[config.mk]
export PLATFORM = sky130hd
export DESIGN_NAME = cce_src_sel_top
export DESIGN_NICKNAME = d
export VERILOG_FILES = /design/src/source/cce_pkg.sv /design/src/source/cce_src_if.sv /design/src/source/cce_fu_sel.sv /design/src/source/cce_operand_sel.sv /design/src/source/cce_sel_reg.sv /design/src/source/cce_sharer_lookup.sv /design/src/source/cce_src_sel_top.sv
export VERILOG_INCLUDE_DIRS = /design/src /design/src/source
export SDC_FILE = /design/constraint.sdc
export NUM_CORES = 1
export LEC_CHECK = 0
export BUFFER_PORTS_ARGS = -buffer_cell sky130_fd_sc_hd__buf_4
export CORE_AREA = 2 2 369 371
export CTS_BUF_LIST = sky130_fd_sc_hd__clkbuf_16
export DETAILED_ROUTE_END_ITERATION = 7
export DIE_AREA = 0 0 371 373
export GPL_ROUTABILITY_DRIVEN = 1
export PLACE_DENSITY = 0.3
export SLEW_MARGIN = 20
export SYNTH_ARGS = -nofsm -noshare
export SYNTH_HDL_FRONTEND = slang
export SYNTH_SLANG_ARGS = --single-unit
[constraint.sdc]
create_clock -name clk_i -period 0.8 [get_ports clk_i]
set_clock_uncertainty 0.1 [all_clocks]
set_input_delay 0.16 -clock clk_i [delete_from_list [all_inputs] [get_ports clk_i]]
set_output_delay 0.16 -clock clk_i [all_outputs]
set_load 0.03 [all_outputs]
[src/source/cce_cfg.svh]
// widths and counts for the GPR file, addresses, LCEs, ways and MSHR flags
`ifndef CCE_CFG_SVH
`define CCE_CFG_SVH

// GPR file and ALU operand
`define CCE_GPR_WIDTH 64
`define CCE_NUM_GPR 8
`define CCE_GPR_SEL_WIDTH 3

// physical address
`define CCE_PADDR_WIDTH 40

// LCEs tracked by the directory
`define CCE_NUM_LCE 4
`define CCE_LCE_ID_WIDTH 2

// 8-way associativity
`define CCE_WAY_WIDTH 3

// MSHR flag bits
`define CCE_NUM_FLAGS 13

`endif

[src/source/cce_pkg.sv]
// select enums, operand codes, coherence states and the MSHR struct
`default_nettype none

`include "cce_cfg.svh"

package cce_pkg;

  // source group for an ALU operand
  typedef enum logic [2:0] {
    e_src_sel_gpr,
    e_src_sel_flag,
    e_src_sel_special,
    e_src_sel_imm,
    e_src_sel_zero
  } cce_src_sel_e;

  // meaning depends on the source group
  typedef logic [3:0] cce_opd_t;

  typedef enum logic [3:0] {
    e_opd_req_lce,
    e_opd_req_addr,
    e_opd_req_way,
    e_opd_lru_addr,
    e_opd_lru_way,
    e_opd_owner_lce,
    e_opd_owner_way,
    e_opd_next_coh_state,
    e_opd_flags,
    e_opd_lru_coh_state,
    e_opd_owner_coh_state,
    e_opd_sharers_hit,
    e_opd_sharers_way,
    e_opd_sharers_state
  } cce_opd_special_e;

  typedef enum logic [2:0] {
    e_coh_i = 3'd0,
    e_coh_s,
    e_coh_e,
    e_coh_m,
    e_coh_o,
    e_coh_f
  } cce_coh_state_e;

  // function unit selects, r0..r7 always occupy codes 0..7
  typedef enum logic [3:0] {
    e_mux_sel_addr_r0, e_mux_sel_addr_r1, e_mux_sel_addr_r2, e_mux_sel_addr_r3,
    e_mux_sel_addr_r4, e_mux_sel_addr_r5, e_mux_sel_addr_r6, e_mux_sel_addr_r7,
    e_mux_sel_addr_mshr_req,
    e_mux_sel_addr_mshr_lru,
    e_mux_sel_addr_0
  } cce_mux_sel_addr_e;

  typedef enum logic [3:0] {
    e_mux_sel_lce_r0, e_mux_sel_lce_r1, e_mux_sel_lce_r2, e_mux_sel_lce_r3,
    e_mux_sel_lce_r4, e_mux_sel_lce_r5, e_mux_sel_lce_r6, e_mux_sel_lce_r7,
    e_mux_sel_lce_mshr_req,
    e_mux_sel_lce_mshr_owner,
    e_mux_sel_lce_0
  } cce_mux_sel_lce_e;

  typedef enum logic [3:0] {
    e_mux_sel_way_r0, e_mux_sel_way_r1, e_mux_sel_way_r2, e_mux_sel_way_r3,
    e_mux_sel_way_r4, e_mux_sel_way_r5, e_mux_sel_way_r6, e_mux_sel_way_r7,
    e_mux_sel_way_mshr_req,
    e_mux_sel_way_mshr_owner,
    e_mux_sel_way_mshr_lru,
    e_mux_sel_way_sh_way,
    e_mux_sel_way_0
  } cce_mux_sel_way_e;

  typedef enum logic [3:0] {
    e_mux_sel_coh_r0, e_mux_sel_coh_r1, e_mux_sel_coh_r2, e_mux_sel_coh_r3,
    e_mux_sel_coh_r4, e_mux_sel_coh_r5, e_mux_sel_coh_r6, e_mux_sel_coh_r7,
    e_mux_sel_coh_next,
    e_mux_sel_coh_lru,
    e_mux_sel_coh_sharer,
    e_mux_sel_coh_owner,
    e_mux_sel_coh_imm
  } cce_mux_sel_coh_e;

  typedef struct packed {
    logic [`CCE_LCE_ID_WIDTH-1:0] lce_id;
    logic [`CCE_LCE_ID_WIDTH-1:0] owner_lce_id;
    logic [`CCE_PADDR_WIDTH-1:0]  paddr;
    logic [`CCE_PADDR_WIDTH-1:0]  lru_paddr;
    logic [`CCE_WAY_WIDTH-1:0]    way_id;
    logic [`CCE_WAY_WIDTH-1:0]    lru_way_id;
    logic [`CCE_WAY_WIDTH-1:0]    owner_way_id;
    cce_coh_state_e               next_coh_state;
    cce_coh_state_e               lru_coh_state;
    cce_coh_state_e               owner_coh_state;
    logic [`CCE_NUM_FLAGS-1:0]    flags;
  } cce_mshr_s;

endpackage

`default_nettype wire

[src/source/cce_src_if.sv]
// interfaces for selector sources and function unit select results
`default_nettype none

`include "cce_cfg.svh"

interface cce_src_if;
  logic [`CCE_NUM_GPR-1:0][`CCE_GPR_WIDTH-1:0] gpr;
  cce_pkg::cce_mshr_s                          mshr;
  logic [`CCE_GPR_WIDTH-1:0]                   imm;

  // group a is indexed by the src_b GPR, group b by the src_a GPR
  logic                    sh_a_hit;
  logic [`CCE_WAY_WIDTH-1:0] sh_a_way;
  cce_pkg::cce_coh_state_e sh_a_state;
  logic                    sh_b_hit;
  logic [`CCE_WAY_WIDTH-1:0] sh_b_way;
  cce_pkg::cce_coh_state_e sh_b_state;

  modport lookup (
    input  gpr,
    output sh_a_hit, sh_a_way, sh_a_state,
    output sh_b_hit, sh_b_way, sh_b_state
  );

  modport sel (
    input gpr, mshr, imm,
    input sh_a_hit, sh_a_way, sh_a_state,
    input sh_b_hit, sh_b_way, sh_b_state
  );
endinterface

interface cce_sel_out_if;
  logic [`CCE_PADDR_WIDTH-1:0]  addr;
  logic                         addr_bypass;
  logic [`CCE_LCE_ID_WIDTH-1:0] lce;
  logic [`CCE_WAY_WIDTH-1:0]    way;
  logic [`CCE_WAY_WIDTH-1:0]    lru_way;
  cce_pkg::cce_coh_state_e      state;

  modport src (output addr, addr_bypass, lce, way, lru_way, state);
  modport dst (input addr, addr_bypass, lce, way, lru_way, state);
endinterface

`default_nettype wire

[src/source/cce_fu_sel.sv]
// address with bypass, LCE id, way, LRU way and coherence state selection
`default_nettype none

`include "cce_cfg.svh"

module cce_fu_sel (
  input  cce_pkg::cce_mux_sel_addr_e  addr_sel_i,
  input  cce_pkg::cce_mux_sel_lce_e   lce_sel_i,
  input  cce_pkg::cce_mux_sel_way_e   way_sel_i,
  input  cce_pkg::cce_mux_sel_way_e   lru_way_sel_i,
  input  cce_pkg::cce_mux_sel_coh_e   coh_state_sel_i,
  cce_src_if.sel                      src,
  cce_sel_out_if.src                  fu
);

  localparam int COH_W = $bits(cce_pkg::cce_coh_state_e);

  // way candidates indexed by the way select code
  logic [`CCE_WAY_WIDTH-1:0] way_opts [16];
  logic [COH_W-1:0]          state_raw;

  always_comb begin
    fu.addr        = '0;
    fu.addr_bypass = 1'b0;
    case (addr_sel_i) inside
      [cce_pkg::e_mux_sel_addr_r0:cce_pkg::e_mux_sel_addr_r7]: begin
        fu.addr        = src.gpr[addr_sel_i[2:0]][`CCE_PADDR_WIDTH-1:0];
        fu.addr_bypass = 1'b1;
      end
      cce_pkg::e_mux_sel_addr_mshr_req: fu.addr = src.mshr.paddr;
      cce_pkg::e_mux_sel_addr_mshr_lru: fu.addr = src.mshr.lru_paddr;
      cce_pkg::e_mux_sel_addr_0:        fu.addr_bypass = 1'b1;
      default:                          fu.addr = '0;
    endcase
  end

  always_comb begin
    case (lce_sel_i) inside
      [cce_pkg::e_mux_sel_lce_r0:cce_pkg::e_mux_sel_lce_r7]:
        fu.lce = src.gpr[lce_sel_i[2:0]][`CCE_LCE_ID_WIDTH-1:0];
      cce_pkg::e_mux_sel_lce_mshr_req:   fu.lce = src.mshr.lce_id;
      cce_pkg::e_mux_sel_lce_mshr_owner: fu.lce = src.mshr.owner_lce_id;
      default:                           fu.lce = '0;
    endcase
  end

  // shared by way and lru_way
  always_comb begin
    for (int i = 0; i < 16; i++) begin
      way_opts[i] = '0;
    end
    for (int r = 0; r < `CCE_NUM_GPR; r++) begin
      way_opts[r] = src.gpr[r][`CCE_WAY_WIDTH-1:0];
    end
    way_opts[cce_pkg::e_mux_sel_way_mshr_req]   = src.mshr.way_id;
    way_opts[cce_pkg::e_mux_sel_way_mshr_owner] = src.mshr.owner_way_id;
    way_opts[cce_pkg::e_mux_sel_way_mshr_lru]   = src.mshr.lru_way_id;
    way_opts[cce_pkg::e_mux_sel_way_sh_way]     = src.sh_b_way;
  end

  assign fu.way     = way_opts[way_sel_i];
  assign fu.lru_way = way_opts[lru_way_sel_i];

  always_comb begin
    case (coh_state_sel_i) inside
      [cce_pkg::e_mux_sel_coh_r0:cce_pkg::e_mux_sel_coh_r7]:
        state_raw = src.gpr[coh_state_sel_i[2:0]][COH_W-1:0];
      cce_pkg::e_mux_sel_coh_next:   state_raw = src.mshr.next_coh_state;
      cce_pkg::e_mux_sel_coh_lru:    state_raw = src.mshr.lru_coh_state;
      cce_pkg::e_mux_sel_coh_sharer: state_raw = src.sh_b_state;
      cce_pkg::e_mux_sel_coh_owner:  state_raw = src.mshr.owner_coh_state;
      cce_pkg::e_mux_sel_coh_imm:    state_raw = src.imm[COH_W-1:0];
      default:                       state_raw = cce_pkg::e_coh_i;
    endcase
    // encodings 6 and 7 are no coherence state, read them as I
    if (state_raw > COH_W'(cce_pkg::e_coh_f)) begin
      fu.state = cce_pkg::e_coh_i;
    end else begin
      fu.state = cce_pkg::cce_coh_state_e'(state_raw);
    end
  end

endmodule

`default_nettype wire

[src/source/cce_operand_sel.sv]
// one ALU operand from GPR, flag, MSHR field, sharers, immediate or zero
`default_nettype none

`include "cce_cfg.svh"

module cce_operand_sel #(
  parameter bit SHARERS_EN = 1'b1
) (
  input  cce_pkg::cce_src_sel_e       sel_i,
  input  cce_pkg::cce_opd_t           opd_i,
  cce_src_if.sel                      src,
  output logic [`CCE_GPR_WIDTH-1:0]   operand_o
);

  localparam int COH_W = $bits(cce_pkg::cce_coh_state_e);

  always_comb begin
    operand_o = '0;
    case (sel_i)
      cce_pkg::e_src_sel_gpr: begin
        // codes 8 and up name no register
        if (opd_i < `CCE_NUM_GPR) begin
          operand_o = src.gpr[opd_i[`CCE_GPR_SEL_WIDTH-1:0]];
        end
      end
      cce_pkg::e_src_sel_flag: begin
        if (opd_i < `CCE_NUM_FLAGS) begin
          operand_o[0] = src.mshr.flags[opd_i];
        end
      end
      cce_pkg::e_src_sel_special: begin
        case (cce_pkg::cce_opd_special_e'(opd_i))
          cce_pkg::e_opd_req_lce:
            operand_o[`CCE_LCE_ID_WIDTH-1:0] = src.mshr.lce_id;
          cce_pkg::e_opd_req_addr:
            operand_o[`CCE_PADDR_WIDTH-1:0] = src.mshr.paddr;
          cce_pkg::e_opd_req_way:
            operand_o[`CCE_WAY_WIDTH-1:0] = src.mshr.way_id;
          cce_pkg::e_opd_lru_addr:
            operand_o[`CCE_PADDR_WIDTH-1:0] = src.mshr.lru_paddr;
          cce_pkg::e_opd_lru_way:
            operand_o[`CCE_WAY_WIDTH-1:0] = src.mshr.lru_way_id;
          cce_pkg::e_opd_owner_lce:
            operand_o[`CCE_LCE_ID_WIDTH-1:0] = src.mshr.owner_lce_id;
          cce_pkg::e_opd_owner_way:
            operand_o[`CCE_WAY_WIDTH-1:0] = src.mshr.owner_way_id;
          cce_pkg::e_opd_next_coh_state:
            operand_o[COH_W-1:0] = src.mshr.next_coh_state;
          // flags masked by the immediate
          cce_pkg::e_opd_flags:
            operand_o[`CCE_NUM_FLAGS-1:0] = src.mshr.flags & src.imm[`CCE_NUM_FLAGS-1:0];
          cce_pkg::e_opd_lru_coh_state:
            operand_o[COH_W-1:0] = src.mshr.lru_coh_state;
          cce_pkg::e_opd_owner_coh_state:
            operand_o[COH_W-1:0] = src.mshr.owner_coh_state;
          // sharers results only exist on the src_a side
          cce_pkg::e_opd_sharers_hit:
            operand_o[0] = SHARERS_EN & src.sh_a_hit;
          cce_pkg::e_opd_sharers_way:
            operand_o[`CCE_WAY_WIDTH-1:0] = SHARERS_EN ? src.sh_a_way : '0;
          cce_pkg::e_opd_sharers_state:
            operand_o[COH_W-1:0] = SHARERS_EN ? src.sh_a_state : cce_pkg::e_coh_i;
          default:
            operand_o = '0;
        endcase
      end
      cce_pkg::e_src_sel_imm: begin
        operand_o = src.imm;
      end
      default: begin
        operand_o = '0;
      end
    endcase
  end

endmodule

`default_nettype wire

[src/source/cce_sel_reg.sv]
// output register stage for operands and function unit selects, with assertions
`default_nettype none

`include "cce_cfg.svh"

module cce_sel_reg (
  input  logic                          clk_i,
  input  logic                          arst_n_i,
  input  logic [`CCE_GPR_WIDTH-1:0]     src_a_i,
  input  logic [`CCE_GPR_WIDTH-1:0]     src_b_i,
  cce_sel_out_if.dst                    fu,
  output logic [`CCE_GPR_WIDTH-1:0]     src_a_o,
  output logic [`CCE_GPR_WIDTH-1:0]     src_b_o,
  output logic [`CCE_PADDR_WIDTH-1:0]   addr_o,
  output logic                          addr_bypass_o,
  output logic [`CCE_LCE_ID_WIDTH-1:0]  lce_o,
  output logic [`CCE_WAY_WIDTH-1:0]     way_o,
  output logic [`CCE_WAY_WIDTH-1:0]     lru_way_o,
  output cce_pkg::cce_coh_state_e       state_o
);

  always_ff @(posedge clk_i or negedge arst_n_i) begin
    if (!arst_n_i) begin
      src_a_o       <= '0;
      src_b_o       <= '0;
      addr_o        <= '0;
      addr_bypass_o <= 1'b0;
      lce_o         <= '0;
      way_o         <= '0;
      lru_way_o     <= '0;
      state_o       <= cce_pkg::e_coh_i;
    end else begin
      src_a_o       <= src_a_i;
      src_b_o       <= src_b_i;
      addr_o        <= fu.addr;
      addr_bypass_o <= fu.addr_bypass;
      lce_o         <= fu.lce;
      way_o         <= fu.way;
      lru_way_o     <= fu.lru_way;
      state_o       <= fu.state;
    end
  end

  // fu_sel folds GPR and immediate encodings above F back to I
  a_state_legal: assert property (
    @(posedge clk_i) disable iff (!arst_n_i) state_o <= cce_pkg::e_coh_f
  );

  a_bypass_known: assert property (
    @(posedge clk_i) disable iff (!arst_n_i) !$isunknown(addr_bypass_o)
  );

  // MSHR address was captured, so the upper half must be defined
  a_mshr_addr_known: assert property (
    @(posedge clk_i) disable iff (!arst_n_i)
      !addr_bypass_o |-> !$isunknown(addr_o[`CCE_PADDR_WIDTH-1:`CCE_PADDR_WIDTH/2])
  );

endmodule

`default_nettype wire

[src/source/cce_sharer_lookup.sv]
// sharers hit, way and state lookup for the LCE held in one GPR
`default_nettype none

`include "cce_cfg.svh"

module cce_sharer_lookup #(
  // 0 drives the sh_a group, 1 the sh_b group
  parameter bit SIDE = 1'b0
) (
  input  logic [`CCE_GPR_SEL_WIDTH-1:0]                  gpr_sel_i,
  input  logic [`CCE_NUM_LCE-1:0]                        sharers_hits_i,
  input  logic [`CCE_NUM_LCE-1:0][`CCE_WAY_WIDTH-1:0]    sharers_ways_i,
  input  cce_pkg::cce_coh_state_e [`CCE_NUM_LCE-1:0]     sharers_coh_states_i,
  cce_src_if.lookup                                      src
);

  logic [`CCE_LCE_ID_WIDTH-1:0] lce_idx;

  // LCE id sits in the low bits of the register
  assign lce_idx = src.gpr[gpr_sel_i][`CCE_LCE_ID_WIDTH-1:0];

  if (SIDE == 1'b0) begin : g_side_a
    assign src.sh_a_hit   = sharers_hits_i[lce_idx];
    assign src.sh_a_way   = sharers_ways_i[lce_idx];
    assign src.sh_a_state = sharers_coh_states_i[lce_idx];
  end else begin : g_side_b
    assign src.sh_b_hit   = sharers_hits_i[lce_idx];
    assign src.sh_b_way   = sharers_ways_i[lce_idx];
    assign src.sh_b_state = sharers_coh_states_i[lce_idx];
  end

endmodule

`default_nettype wire

[src/source/cce_src_sel_top.sv]
// top level of the source select stage with sharers lookups, selectors and output register
`default_nettype none

`include "cce_cfg.svh"

module cce_src_sel_top (
  input  logic                                         clk_i,
  input  logic                                         arst_n_i,
  input  cce_pkg::cce_src_sel_e                        src_a_sel_i,
  input  cce_pkg::cce_src_sel_e                        src_b_sel_i,
  input  cce_pkg::cce_opd_t                            src_a_i,
  input  cce_pkg::cce_opd_t                            src_b_i,
  input  cce_pkg::cce_mux_sel_addr_e                   addr_sel_i,
  input  cce_pkg::cce_mux_sel_lce_e                    lce_sel_i,
  input  cce_pkg::cce_mux_sel_way_e                    way_sel_i,
  input  cce_pkg::cce_mux_sel_way_e                    lru_way_sel_i,
  input  cce_pkg::cce_mux_sel_coh_e                    coh_state_sel_i,
  input  logic [`CCE_NUM_GPR-1:0][`CCE_GPR_WIDTH-1:0]  gpr_i,
  input  logic [`CCE_GPR_WIDTH-1:0]                    imm_i,
  input  cce_pkg::cce_mshr_s                           mshr_i,
  input  logic [`CCE_NUM_LCE-1:0]                      sharers_hits_i,
  input  logic [`CCE_NUM_LCE-1:0][`CCE_WAY_WIDTH-1:0]  sharers_ways_i,
  input  cce_pkg::cce_coh_state_e [`CCE_NUM_LCE-1:0]   sharers_coh_states_i,
  output logic [`CCE_GPR_WIDTH-1:0]                    src_a_o,
  output logic [`CCE_GPR_WIDTH-1:0]                    src_b_o,
  output logic [`CCE_PADDR_WIDTH-1:0]                  addr_o,
  output logic                                         addr_bypass_o,
  output logic [`CCE_LCE_ID_WIDTH-1:0]                 lce_o,
  output logic [`CCE_WAY_WIDTH-1:0]                    way_o,
  output logic [`CCE_WAY_WIDTH-1:0]                    lru_way_o,
  output cce_pkg::cce_coh_state_e                      state_o
);

  cce_src_if     src_if ();
  cce_sel_out_if out_if ();

  logic [`CCE_GPR_WIDTH-1:0] src_a_comb;
  logic [`CCE_GPR_WIDTH-1:0] src_b_comb;

  assign src_if.gpr  = gpr_i;
  assign src_if.mshr = mshr_i;
  assign src_if.imm  = imm_i;

  // group a follows the src_b register code, group b the src_a code
  cce_sharer_lookup #(.SIDE(1'b0)) u_lookup_a (
    .gpr_sel_i            (src_b_i[`CCE_GPR_SEL_WIDTH-1:0]),
    .sharers_hits_i       (sharers_hits_i),
    .sharers_ways_i       (sharers_ways_i),
    .sharers_coh_states_i (sharers_coh_states_i),
    .src                  (src_if.lookup)
  );

  cce_sharer_lookup #(.SIDE(1'b1)) u_lookup_b (
    .gpr_sel_i            (src_a_i[`CCE_GPR_SEL_WIDTH-1:0]),
    .sharers_hits_i       (sharers_hits_i),
    .sharers_ways_i       (sharers_ways_i),
    .sharers_coh_states_i (sharers_coh_states_i),
    .src                  (src_if.lookup)
  );

  cce_operand_sel #(.SHARERS_EN(1'b1)) u_opd_a (
    .sel_i     (src_a_sel_i),
    .opd_i     (src_a_i),
    .src       (src_if.sel),
    .operand_o (src_a_comb)
  );

  // no sharers sources on src_b
  cce_operand_sel #(.SHARERS_EN(1'b0)) u_opd_b (
    .sel_i     (src_b_sel_i),
    .opd_i     (src_b_i),
    .src       (src_if.sel),
    .operand_o (src_b_comb)
  );

  cce_fu_sel u_fu_sel (
    .addr_sel_i      (addr_sel_i),
    .lce_sel_i       (lce_sel_i),
    .way_sel_i       (way_sel_i),
    .lru_way_sel_i   (lru_way_sel_i),
    .coh_state_sel_i (coh_state_sel_i),
    .src             (src_if.sel),
    .fu              (out_if.src)
  );

  cce_sel_reg u_sel_reg (
    .clk_i         (clk_i),
    .arst_n_i      (arst_n_i),
    .src_a_i       (src_a_comb),
    .src_b_i       (src_b_comb),
    .fu            (out_if.dst),
    .src_a_o       (src_a_o),
    .src_b_o       (src_b_o),
    .addr_o        (addr_o),
    .addr_bypass_o (addr_bypass_o),
    .lce_o         (lce_o),
    .way_o         (way_o),
    .lru_way_o     (lru_way_o),
    .state_o       (state_o)
  );

endmodule

`default_nettype wire

## Word-level counts from Yosys, hierarchy flattened

Cells that the tools add are included.
Widths: inputs -> output; s select.

| cells by class | value |
|---|---|
| multiplexer cells | 65 |
| bitwise logic cells | 3 |
| reduce and logical (&&, ||, !) cells | 7 |
| equality and inequality tests | 39 |
| magnitude comparators | 22 |

Operators by type and width:

| kind | count |
|---|---|
| $bmux 64 s3 | 5 |
| $pmux 63 s3 | 2 |
| $mux 64 | 4 |
| $mux 40 | 4 |
| $pmux 27 s2 | 2 |
| $eq 4x4->1 const B | 19 |
| $pmux 10 s3 | 2 |
| $mux 3 | 16 |
| $pmux 1 s11 | 3 |
| $eq 4x3->1 const B | 8 |
| $bmux 3 s2 | 4 |
| $bmux 3 s4 | 2 |
| $lt 3x4->1 const B | 5 |
| $eq 4x2->1 const B | 4 |
| $lt 4x4->1 const B | 4 |
| $pmux 1 s14 | 1 |
| $and 13x13->13 | 1 |
| $pmux 1 s13 | 1 |
| $eq 3x2->1 const B | 4 |
| $ge 4x1->1 const B | 3 |
| $le 4x3->1 const B | 3 |
| $ge 5x5->1 const B | 2 |
| $lt 4x5->1 const B | 2 |
| $not 4->5 | 2 |
| 13 further kinds | 33 |

| storage, ports and cells | value |
|---|---|
| logic and storage cells | 144 |
| flip-flop bits (word level) | 180 |
| output and inout port bits | 180 |

## Longest topological paths before layout

Gate-level depths: netlist of run 1.

| logic depth | value |
|---|---|
| depth in word-level cells | 10 |
| gate-level depth with buffers | 9 |

## Worst setup path after synthesis of run 1

OpenSTA, ideal clock, no wires.

| timing | value |
|---|---|
| kind | input port to flip-flop |
| from | input src_a_i[2] |
| to | register u_sel_reg.state_o[1] |
| library setup time | 0.119 ns |
| stages | 9 |
| data arrival time | 1.999 ns |
| required time | 0.581 ns |
| path buffers | 2 |
| setup slack | -1.418 ns |
| cell sequence | buf_2 > clkbuf_1 > mux2i_1 > o22ai_1 > nor2_2 > mux4_2 > and2_1 > o21a_1 > and2_1 |

| on the way | value |
|---|---|
| word-level cells in the longest chain between the ends | 10 |

RTL lines:

| element | line | text |
|---|---|---|
| start, declared | cce_src_sel_top.sv:11 | `input cce_pkg::cce_opd_t src_a_i,` |
| $bmux 64 s3 (*) | cce_sharer_lookup.sv:20 | `` assign lce_idx = src.gpr[gpr_sel_i][`CCE_LCE_ID_WIDTH-1:0]; `` |
| $mux 64 (*) | n/a |  |
| $bmux 3 s2 (*) | cce_sharer_lookup.sv:29 | `assign src.sh_b_state = sharers_coh_states_i[lce_idx];` |
| $mux 3 (implied by the code) (*) | cce_sharer_lookup.sv:29 |  |
| $mux 3 (*) (4 in a row) | cce_fu_sel.sv:65 | `case (coh_state_sel_i) inside` |
| $gt 3x3->1 | cce_fu_sel.sv:76 | `if (state_raw > COH_W'(cce_pkg::e_coh_f)) begin` |
| $mux 3 (*) | cce_fu_sel.sv:76 |  |
| named net out_if.state[1] | cce_src_if.sv:38 | `cce_pkg::cce_coh_state_e state;` |
| end signal, assigned | cce_sel_reg.sv:31 | `state_o <= cce_pkg::e_coh_i;` |
| end signal, assigned | cce_sel_reg.sv:40 | `state_o <= fu.state;` |
| end signal, assigned | cce_sel_reg.sv:46 | `@(posedge clk_i) disable iff (!arst_n_i) state_o <= cce_pkg::e_coh_f` |
| end, declared | cce_sel_reg.sv:19 | `output cce_pkg::cce_coh_state_e state_o` |

Mark *: on every way through the listed nets, which the timed path passes. The rest lies on a longest branch. The select of a mux whose other input is x is not followed.

## Worst setup path after layout of run 1

| timing | value |
|---|---|
| from | input src_b_i[1] |
| to | register u_sel_reg.src_a_o[0] |

| on the way | value |
|---|---|
| word-level cells in the longest chain between the ends | 6 |
| elaborated cells on any way between the ends | 10 |
| classes of those cells | mux (10) |

RTL lines:

| element | line | text |
|---|---|---|
| start, declared | cce_src_sel_top.sv:12 | `input cce_pkg::cce_opd_t src_b_i,` |
| $bmux 64 s3 (*) | cce_sharer_lookup.sv:20 |  |
| $mux 64 (*) | n/a |  |
| $bmux 3 s2 (tied with other cells) | cce_sharer_lookup.sv:25 | `assign src.sh_a_state = sharers_coh_states_i[lce_idx];` |
| $mux 3 (implied by the code) (tied with other cells) | cce_sharer_lookup.sv:25 |  |
| $pmux 1 s14 (*) | cce_operand_sel.sv:32 | `case (cce_pkg::cce_opd_special_e'(opd_i))` |
| $pmux 1 s4 (*) | cce_operand_sel.sv:19 | `case (sel_i)` |
| named net src_a_comb[0] | cce_src_sel_top.sv:37 | `` logic [`CCE_GPR_WIDTH-1:0] src_a_comb; `` |
| end signal, assigned | cce_sel_reg.sv:33 | `src_a_o <= src_a_i;` |
| end, declared | cce_sel_reg.sv:12 | `` output logic [`CCE_GPR_WIDTH-1:0] src_a_o, `` |

Marked as above.

==> summary.md, run 1 <==
| Metric | Value |
|---|---|
| Highest achievable clock rate | around 0.56 GHz |
| Termination of the worst setup path | u_sel_reg.src_a_o[0] |
| Total congestion overflow | 0 |
| Primary flip-flop cell chosen by synthesis mapping | sky130_fd_sc_hd__dfrtp_1 |
| # IOs | ~940 |
| Max Transition Viols Final | 0 |
| Standard cell core area | 0.135 mm2 |
| GRT Total Usage | 21.8% |
| Netlist cell types | 54 |
| Kind of start point of the critical path | input pin |
| Count of final hold-check violations | between 90 and 100 |
| Slack of the critical path | -0.971 ns |
| Buffer levels on the longest clock path | 2 |
| Worst min-delay path startpoint | mshr_i[106] |
| Time the final worst path needs with I/O delays and setup | ~1.8 ns |
| Vias in the first global route | approximately 25000 |
| Root buffer cell | sky130_fd_sc_hd__clkbuf_16 |
| Final ANT Viol Nets | 0 |
| First-pass GRT wire length | approximately 210000 um |
| Placed wire-length estimate after detailed placement | about 120000 um |
| Post-placement cell area | ~0.032 mm2 |
| Unrepaired setup endpoints after global routing | yes |
| Clock edge transition at the registers on the reported setup and hold paths | 0.08 ns |
| Critical path data required time | between 1 and 1.5 ns |
| Number of warnings printed during yosys synthesis | 0 |
| Effective utilization at floorplan | around 15% |
| Routability congestion estimate | between 0.8 and 0.9 |
| Cell count after synthesis | about 1600 |
| Max transition margin | between 60% and 70% |
| Signal arrival time at the worst endpoint | 2.07 ns |
| Inserted Clock Buffers | 17 |
| Summed instance area of the synthesized netlist | roughly 0.020 mm2 |
| Power density normalized to cell area | ~1100 mW/mm2 |
| Type of element capturing the critical path | flop |
| Number of register bits inferred by synthesis | 180 |
| Leak Pwr | 16.6 nW |
| DR vias | 23000 |
| Mean Syn Cell Area | between 10 and 15 um2 |
| Worst setup path startpoint | src_b_i[1] |
| Vias per std cell | roughly 4.8 |
| DRC violations left | 0 |
| Hold depth | 3 |
| TritonCTS clock tree | built |
| Post-synthesis async set-or-reset flop share | between 90% and 100% |
| Failing checks | negative hold slack, negative setup slack |
| Worst hold margin | -0.185 ns |
| Area of the die | about 0.14 mm2 |
| Commonest non-fill, non-tap cell in the layout | sky130_fd_sc_hd__buf_4 |
| Chip Height | 373 um |
| Number of nets in the synthesized netlist | between 2000 and 2500 |
| Peak supply drop | roughly 1.6 mV |
| Total of endpoints with negative setup slack in the final report | between 300 and 400 |
| Synth-to-layout area growth | 98.9% |
| Result of the run | finished with violations |
| Proportion of layout cells with a drive suffix above 1 | 69.9% |
| Biggest fanout along the worst timing path | 4 |
| Worst-margin pin slew | between 0.5 and 0.6 ns |
| Buffers on Ports | between 900 and 1000 |
| Per-cell routed wire length | about 32 um |
| Final period utilization | 221% |
| Number of enable flip-flop cells after synthesis | 0 |
| CP Class | input pin to flop |
| Power Total | ~40 mW |
| Cell area after layout | 0.0390 mm2 |
| Sequential share of the synthesized area | a little under a quarter |
| Row count | between 100 and 150 |
| Count of nets after finishing | between 3000 and 4000 |
| Antenna violations before repair | 32 |
| Hold buffer count at cts | 97 |
| DR iter-0 viols | around 1600 |
| Worst min-delay path class | input pin to flop |
| Max Cap Violations | 0 |
| Post-detailed-routing wire length | around 160000 um |
| Htree depth | 4 |
| Pin count of the biggest net entering global routing | 37 |
| Number of placed instances, taps included | ~4500 |
| Initial DRT Pass Iterations | 6 |
| Clock sinks | between 150 and 200 |
| Floorplan die width | 371 um |
| Commonest non-fill, non-tap cells in the layout | sky130_fd_sc_hd__buf_4 (1041), sky130_fd_sc_hd__mux4_2 (362), sky130_fd_sc_hd__buf_6 (247) |
| Fin cells | between 4000 and 5000 |
==> critical path, cell delays in order <==
cell	delay, ns
sky130_fd_sc_hd__clkbuf_16	0.11
sky130_fd_sc_hd__mux4_2	0.52
sky130_fd_sc_hd__mux2_4	0.34
sky130_fd_sc_hd__mux4_2	0.44
sky130_fd_sc_hd__nor2b_4	0.14
sky130_fd_sc_hd__a21oi_2	0.11
sky130_fd_sc_hd__nand3_1	0.08
sky130_fd_sc_hd__a21o_1	0.16
==> cell type report <==
type,instances,area [um2]
fill,14000,95600
timing repair buffer,1588,15900
multi-input combinational,1225,15700
sequential,180,4510
tap,1781,2230
clock buffer,17,425
clock inverter,15,118
inverter,10,46.3
antenna,15,37.5
==> synth_stat cells (all sizes together) (2+ instances only) <==
| cell type | instances | area share (%) |
|---|---|---|
| mux4 | 362 | 42 |
| mux2i | 234 | 12 |
| dfrtp | 180 | 23 |
| nand2 | 136 | 2.6 |
| o21ai | 129 | 3.3 |
| clkbuf | 104 | 2.0 |
| a22oi | 80 | 3.1 |
| buf | 73 | 1.6 |
| o221ai | 53 | 2.4 |
| nor2 | 28 | 0.55 |
| a21o | 27 | 1.0 |
| a222oi | 27 | 1.4 |
| a21oi | 23 | 0.61 |
| mux2 | 14 | 0.82 |
| o22ai | 14 | 0.45 |
| nand3 | 13 | 0.33 |
| nor3 | 11 | 0.28 |
| inv | 8 | 0.15 |
| nand3b | 8 | 0.31 |
| a31oi | 7 | 0.22 |
| nor2b | 7 | 0.26 |
| nor3b | 7 | 0.27 |
| and2 | 5 | 0.16 |
| nand2b | 4 | 0.13 |
| a211oi | 3 | 0.11 |
| a221oi | 3 | 0.13 |
| a311oi | 3 | 0.13 |
| o32ai | 3 | 0.13 |
| a41oi | 2 | 0.089 |
| and3 | 2 | 0.064 |
| clkinv | 2 | 0.038 |
| nor4b | 2 | 0.089 |
| nor4bb | 2 | 0.10 |
| o31ai | 2 | 0.077 |
| o41ai | 2 | 0.089 |
| or2 | 2 | 0.064 |
==> per-stage QoR <==
step | TNS [ns] | util (%) | setup slack, ns
after floorplan | -135.96 | - | -1.24
after global placement | -226.78 | 23.8 | -1.77
after detailed placement | -228.29 | 23.8 | -1.78
after CTS | -204.11 | 28.5 | -0.940
after global routing | -213.31 | 29.0 | -0.989
final | -199.98 | 29.0 | -0.971
==> where the power goes <==
part,internal [mW],switching [mW]
clock network,4.07,4.91
logic,11.8,10.2
registers,9.69,0.412
==> kinds of logic after synthesis <==
family	Yosys count	synth area share, %
multiplexers	610	54.4
AO/OA/AOI/OAI	385	13.5
AND/OR/NAND/NOR	230	5.32
buffers and inverters	187	3.83
flip-flops	180	23.0
==> state kept, by name, indices dropped and copies added (netlist names) <==
signal,flops
u_sel_reg.state_o,3
u_sel_reg.addr_bypass_o,1
u_sel_reg.src_b_o,64
u_sel_reg.way_o,3
u_sel_reg.lru_way_o,3
u_sel_reg.src_a_o,64
u_sel_reg.lce_o,2
u_sel_reg.addr_o,40
==> worst min-delay path by stage <==
stage | slack [ns] | end
after global routing | -0.21 | u_sel_reg.addr_o[28]
final | -0.18 | u_sel_reg.src_b_o[35]
after global placement | 0.002 | u_sel_reg.addr_o[28]
after floorplan | -0.24 | u_sel_reg.addr_bypass_o
after CTS | -0.25 | u_sel_reg.src_b_o[35]
after detailed placement | -0.002 | u_sel_reg.addr_o[28]
==> timing repair <==
action	CTS	global route
gates cloned	45	7
resized for setup	581	164
setup endpoints to repair	359	384
hold endpoints to repair	355	124
pin swaps	92	81
buffers inserted	114	53
==> routing by layer <==
| layer | global-route usage, % | share of wire (%) |
|---|---|---|
| met5 | 0 | 0.13 |
| met3 | 5.81 | 7.5 |
| met2 | 37.0 | 49 |
| met4 | 8.20 | 3.5 |
| met1 | 26.1 | 40 |
No activity file was read; power rests on OpenSTA's default activity.
==> run 2: changes to the inputs <==
CORE_AREA = 2 2 365 367   (was 2 2 369 371)
DIE_AREA = 0 0 367 369   (was 0 0 371 373)
GPL_TIMING_DRIVEN = 0   (was not set)
clock period = 2.3 ns   (was 0.8 ns; I/O delays follow)
==> run 2 against run 1 <==
The run ends with negative setup slack left. Critical path depth shrank 2. Power shrank 69%. Die area is 2.1% lower. Via count fell by 4.3%. Setup slack better by 0.88 ns. Sequential share of layout area grew 3.1 points. Wire length is 13% higher. Combinational power decreased by 72%. Critical path type unchanged. Largest power group unchanged.
==> summary.md, run 2 (synthesis results as in run 1) <==
| Metric | Value |
|---|---|
| Result of the run | finished with violations |
| Failing checks | negative setup slack |
| Initial DRT Pass Iterations | 8 |
| Commonest non-fill, non-tap cells in the layout | sky130_fd_sc_hd__buf_4 (951), sky130_fd_sc_hd__mux4_2 (362), sky130_fd_sc_hd__mux2i_1 (229) |
| Inserted Clock Buffers | 17 |
| Max Cap Violations | 0 |
| Biggest fanout along the worst timing path | 10 |
| Max transition margin | 23.8% |
| Clock edge transition at the registers on the reported setup and hold paths | 0.10 ns |
| Cell family with the largest share of critical-path delay | buffers and inverters |
| Count of final hold-check violations | 0 |
| Proportion of layout cells with a drive suffix above 1 | between 50 and 60% |
| Total congestion overflow | 0 |
| Post-route setup TNS | -0.114 ns |
| DRC violations left | 0 |
| Clock sinks | 180 |
| Vias in the first global route | 23400 |
| Crit-path slowest cell | sky130_fd_sc_hd__o21ai_0 |
| First-pass GRT wire length | 228000 um |
| Type of element capturing the critical path | flop |
| Fraction of power consumed by sequential logic | 26.9% |
| Commonest non-fill, non-tap cell in the layout | sky130_fd_sc_hd__buf_4 |
| Max Transition Viols Final | 0 |
| Pin count of the biggest net entering global routing | 71 |
| Switching part of the total | around two fifths |
| TritonCTS clock tree | built |
| Worst stage delay on the critical path | slightly above 0.6 ns |
| Worst slack after detailed placement | -1.89 ns |
| Signal arrival time at the worst endpoint | roughly 2.7 ns |
| Total of endpoints with negative setup slack in the final report | 3 |
| Kind of start point of the critical path | input pin |
| Net switching power | ~5.3 mW |
| Floorplan die width | roughly 370 um |
| Per-cell routed wire length | slightly above 40 um |
| Time the final worst path needs with I/O delays and setup | 2.39 ns |
| Worst min-delay path class | input pin to flop |
| DR vias | 22000 |
| Htree depth | 4 |
| Highest achievable clock rate | between 0.4 and 0.5 GHz |
| Worst-margin pin slew | between 1 and 1.5 ns |
| Critical path data required time | 2.57 ns |
| Post-detailed-routing wire length | roughly 180000 um |
| Count of nets after finishing | around 3300 |
| Buffer levels on the longest clock path | 2 |
| Unrepaired setup endpoints after global routing | no |
| Standard cell core area | between 0.1 and 0.15 mm2 |
| Power density normalized to cell area | ~420 mW/mm2 |
| Comb pwr share | 47.3% |
| Root buffer cell | sky130_fd_sc_hd__clkbuf_16 |
| Leak Pwr | between 10 and 15 nW |
| Routability congestion estimate | just over 0.9 |
| Row count | about 130 |
| Slack of the critical path | -0.0871 ns |
| Area of the die | roughly 0.14 mm2 |
| # IOs | ~940 |
| Buffers plus inverters on the worst setup path | 3 |
| Vias per std cell | between 5 and 6 |
| Final ANT Viol Nets | 0 |
| Synth-to-layout area growth | 56.2% |
| Chip Height | between 300 and 400 um |
| Final period utilization | 104% |
| Largest registers | u_sel_reg.src_a_o: 64 flops, u_sel_reg.src_b_o: 64 flops, u_sel_reg.addr_o: 40 flops |
| GRT Total Usage | roughly a quarter |
| CP Class | input pin to flop |
| Peak supply drop | between 0.5 and 0.6 mV |
| Antenna violations before repair | 33 |
| Effective utilization at floorplan | between 10% and 20% |
| Placed wire-length estimate after detailed placement | roughly 140000 um |
| Worst hold margin | approximately 0.042 ns |
| List of cells traversed by the critical path | buf_4 > clkbuf_1 > buf_2 > mux4_2 > mux2i_1 > o21ai_0 |
| Buffers on Ports | 923 |
| DR iter-0 viols | 1873 |
| Share of power burned in the clock network | 25.8% |
| Internal cell power | about 7.6 mW |
run 2: changes by cell type in the layout (fill, tap and decap cells not counted), moves of 57 or more:
cell,previous run,this run
sky130_fd_sc_hd__mux2i_2,60,3
sky130_fd_sc_hd__dlygate4sd3_1,96,30
sky130_fd_sc_hd__buf_12,110,6
sky130_fd_sc_hd__o21ai_1,101,3
sky130_fd_sc_hd__buf_6,247,12
sky130_fd_sc_hd__buf_4,1041,951
sky130_fd_sc_hd__o21ai_0,11,126
sky130_fd_sc_hd__mux2i_1,146,229
run 2: final cells by class:
type / count / area, um2
clock inverters: 15 / 139
multi-input cells: 1225 / 14500
diodes: 11 / 27.5
inverters: 10 / 38.8
repair buffers: 978 / 7730
fillers: 14300 / 101000
clock buffers: 17 / 425
well taps: 1755 / 2200
plain buffers: 175 / 1100
flip-flops and latches: 180 / 4500
run 2: timing repair:
item / 4_1_cts / 5_1_grt
resized for setup: 120 / 46
hold buffers: 30 / 0
setup endpoints to repair: 156 / 62
endpoints found under the hold margin: 84 / 0
pin swaps: 3 / 1
buffers inserted: 1 / 4
run 2: final timing paths:
path / startpoint / endpoint / depth (start not counted)
max in group asynchronous: arst_n_i / u_sel_reg.src_b_o[6] / 3
hold / removal: imm_i[24] / u_sel_reg.src_a_o[24] / 3
min in group asynchronous: arst_n_i / u_sel_reg.src_a_o[49] / 2
setup / recovery: addr_sel_i[1] / u_sel_reg.addr_o[7] / 6
run 2: metal layers:
metal | vias up | wire (um) | GRT usage (%)
met2 | 1320 | 89600 | 44.9
met3 | 199 | 12400 | 6.29
li1 | 8763 | - | -
met5 | - | 166 | 0
met4 | 26 | 4410 | 6.49
met1 | 11700 | 69700 | 30.3
run 2: power groups by stage:
| stage | Sequential, mW | Clock, mW | Combinational, mW |
|---|---|---|---|
| 2_1_floorplan | 3.93 | 0 | 2.29 |
| 3_3_place_gp | 3.53 | 0 | 5.87 |
| 3_5_place_dp | 3.52 | 0 | 5.99 |
| 4_1_cts | 3.47 | 3.48 | 6.11 |
| 5_1_grt | 3.48 | 3.56 | 6.37 |
| 6_report | 3.46 | 3.32 | 6.10 |
run 2: through the flow:
| step | power [mW] | instance area (um2) | cells | utilization, % |
|---|---|---|---|---|
| floorplan | 6.22 | 19600 | 1592 | - |
| global placement | 9.40 | 28800 | 4270 | 21.9 |
| detailed placement | 9.51 | 29300 | 4290 | 22.3 |
| CTS | 13.1 | 30500 | 4351 | 23.2 |
| global route | 13.4 | 30600 | 4360 | 23.3 |
| finish | 12.9 | 30600 | 4366 | 23.4 |
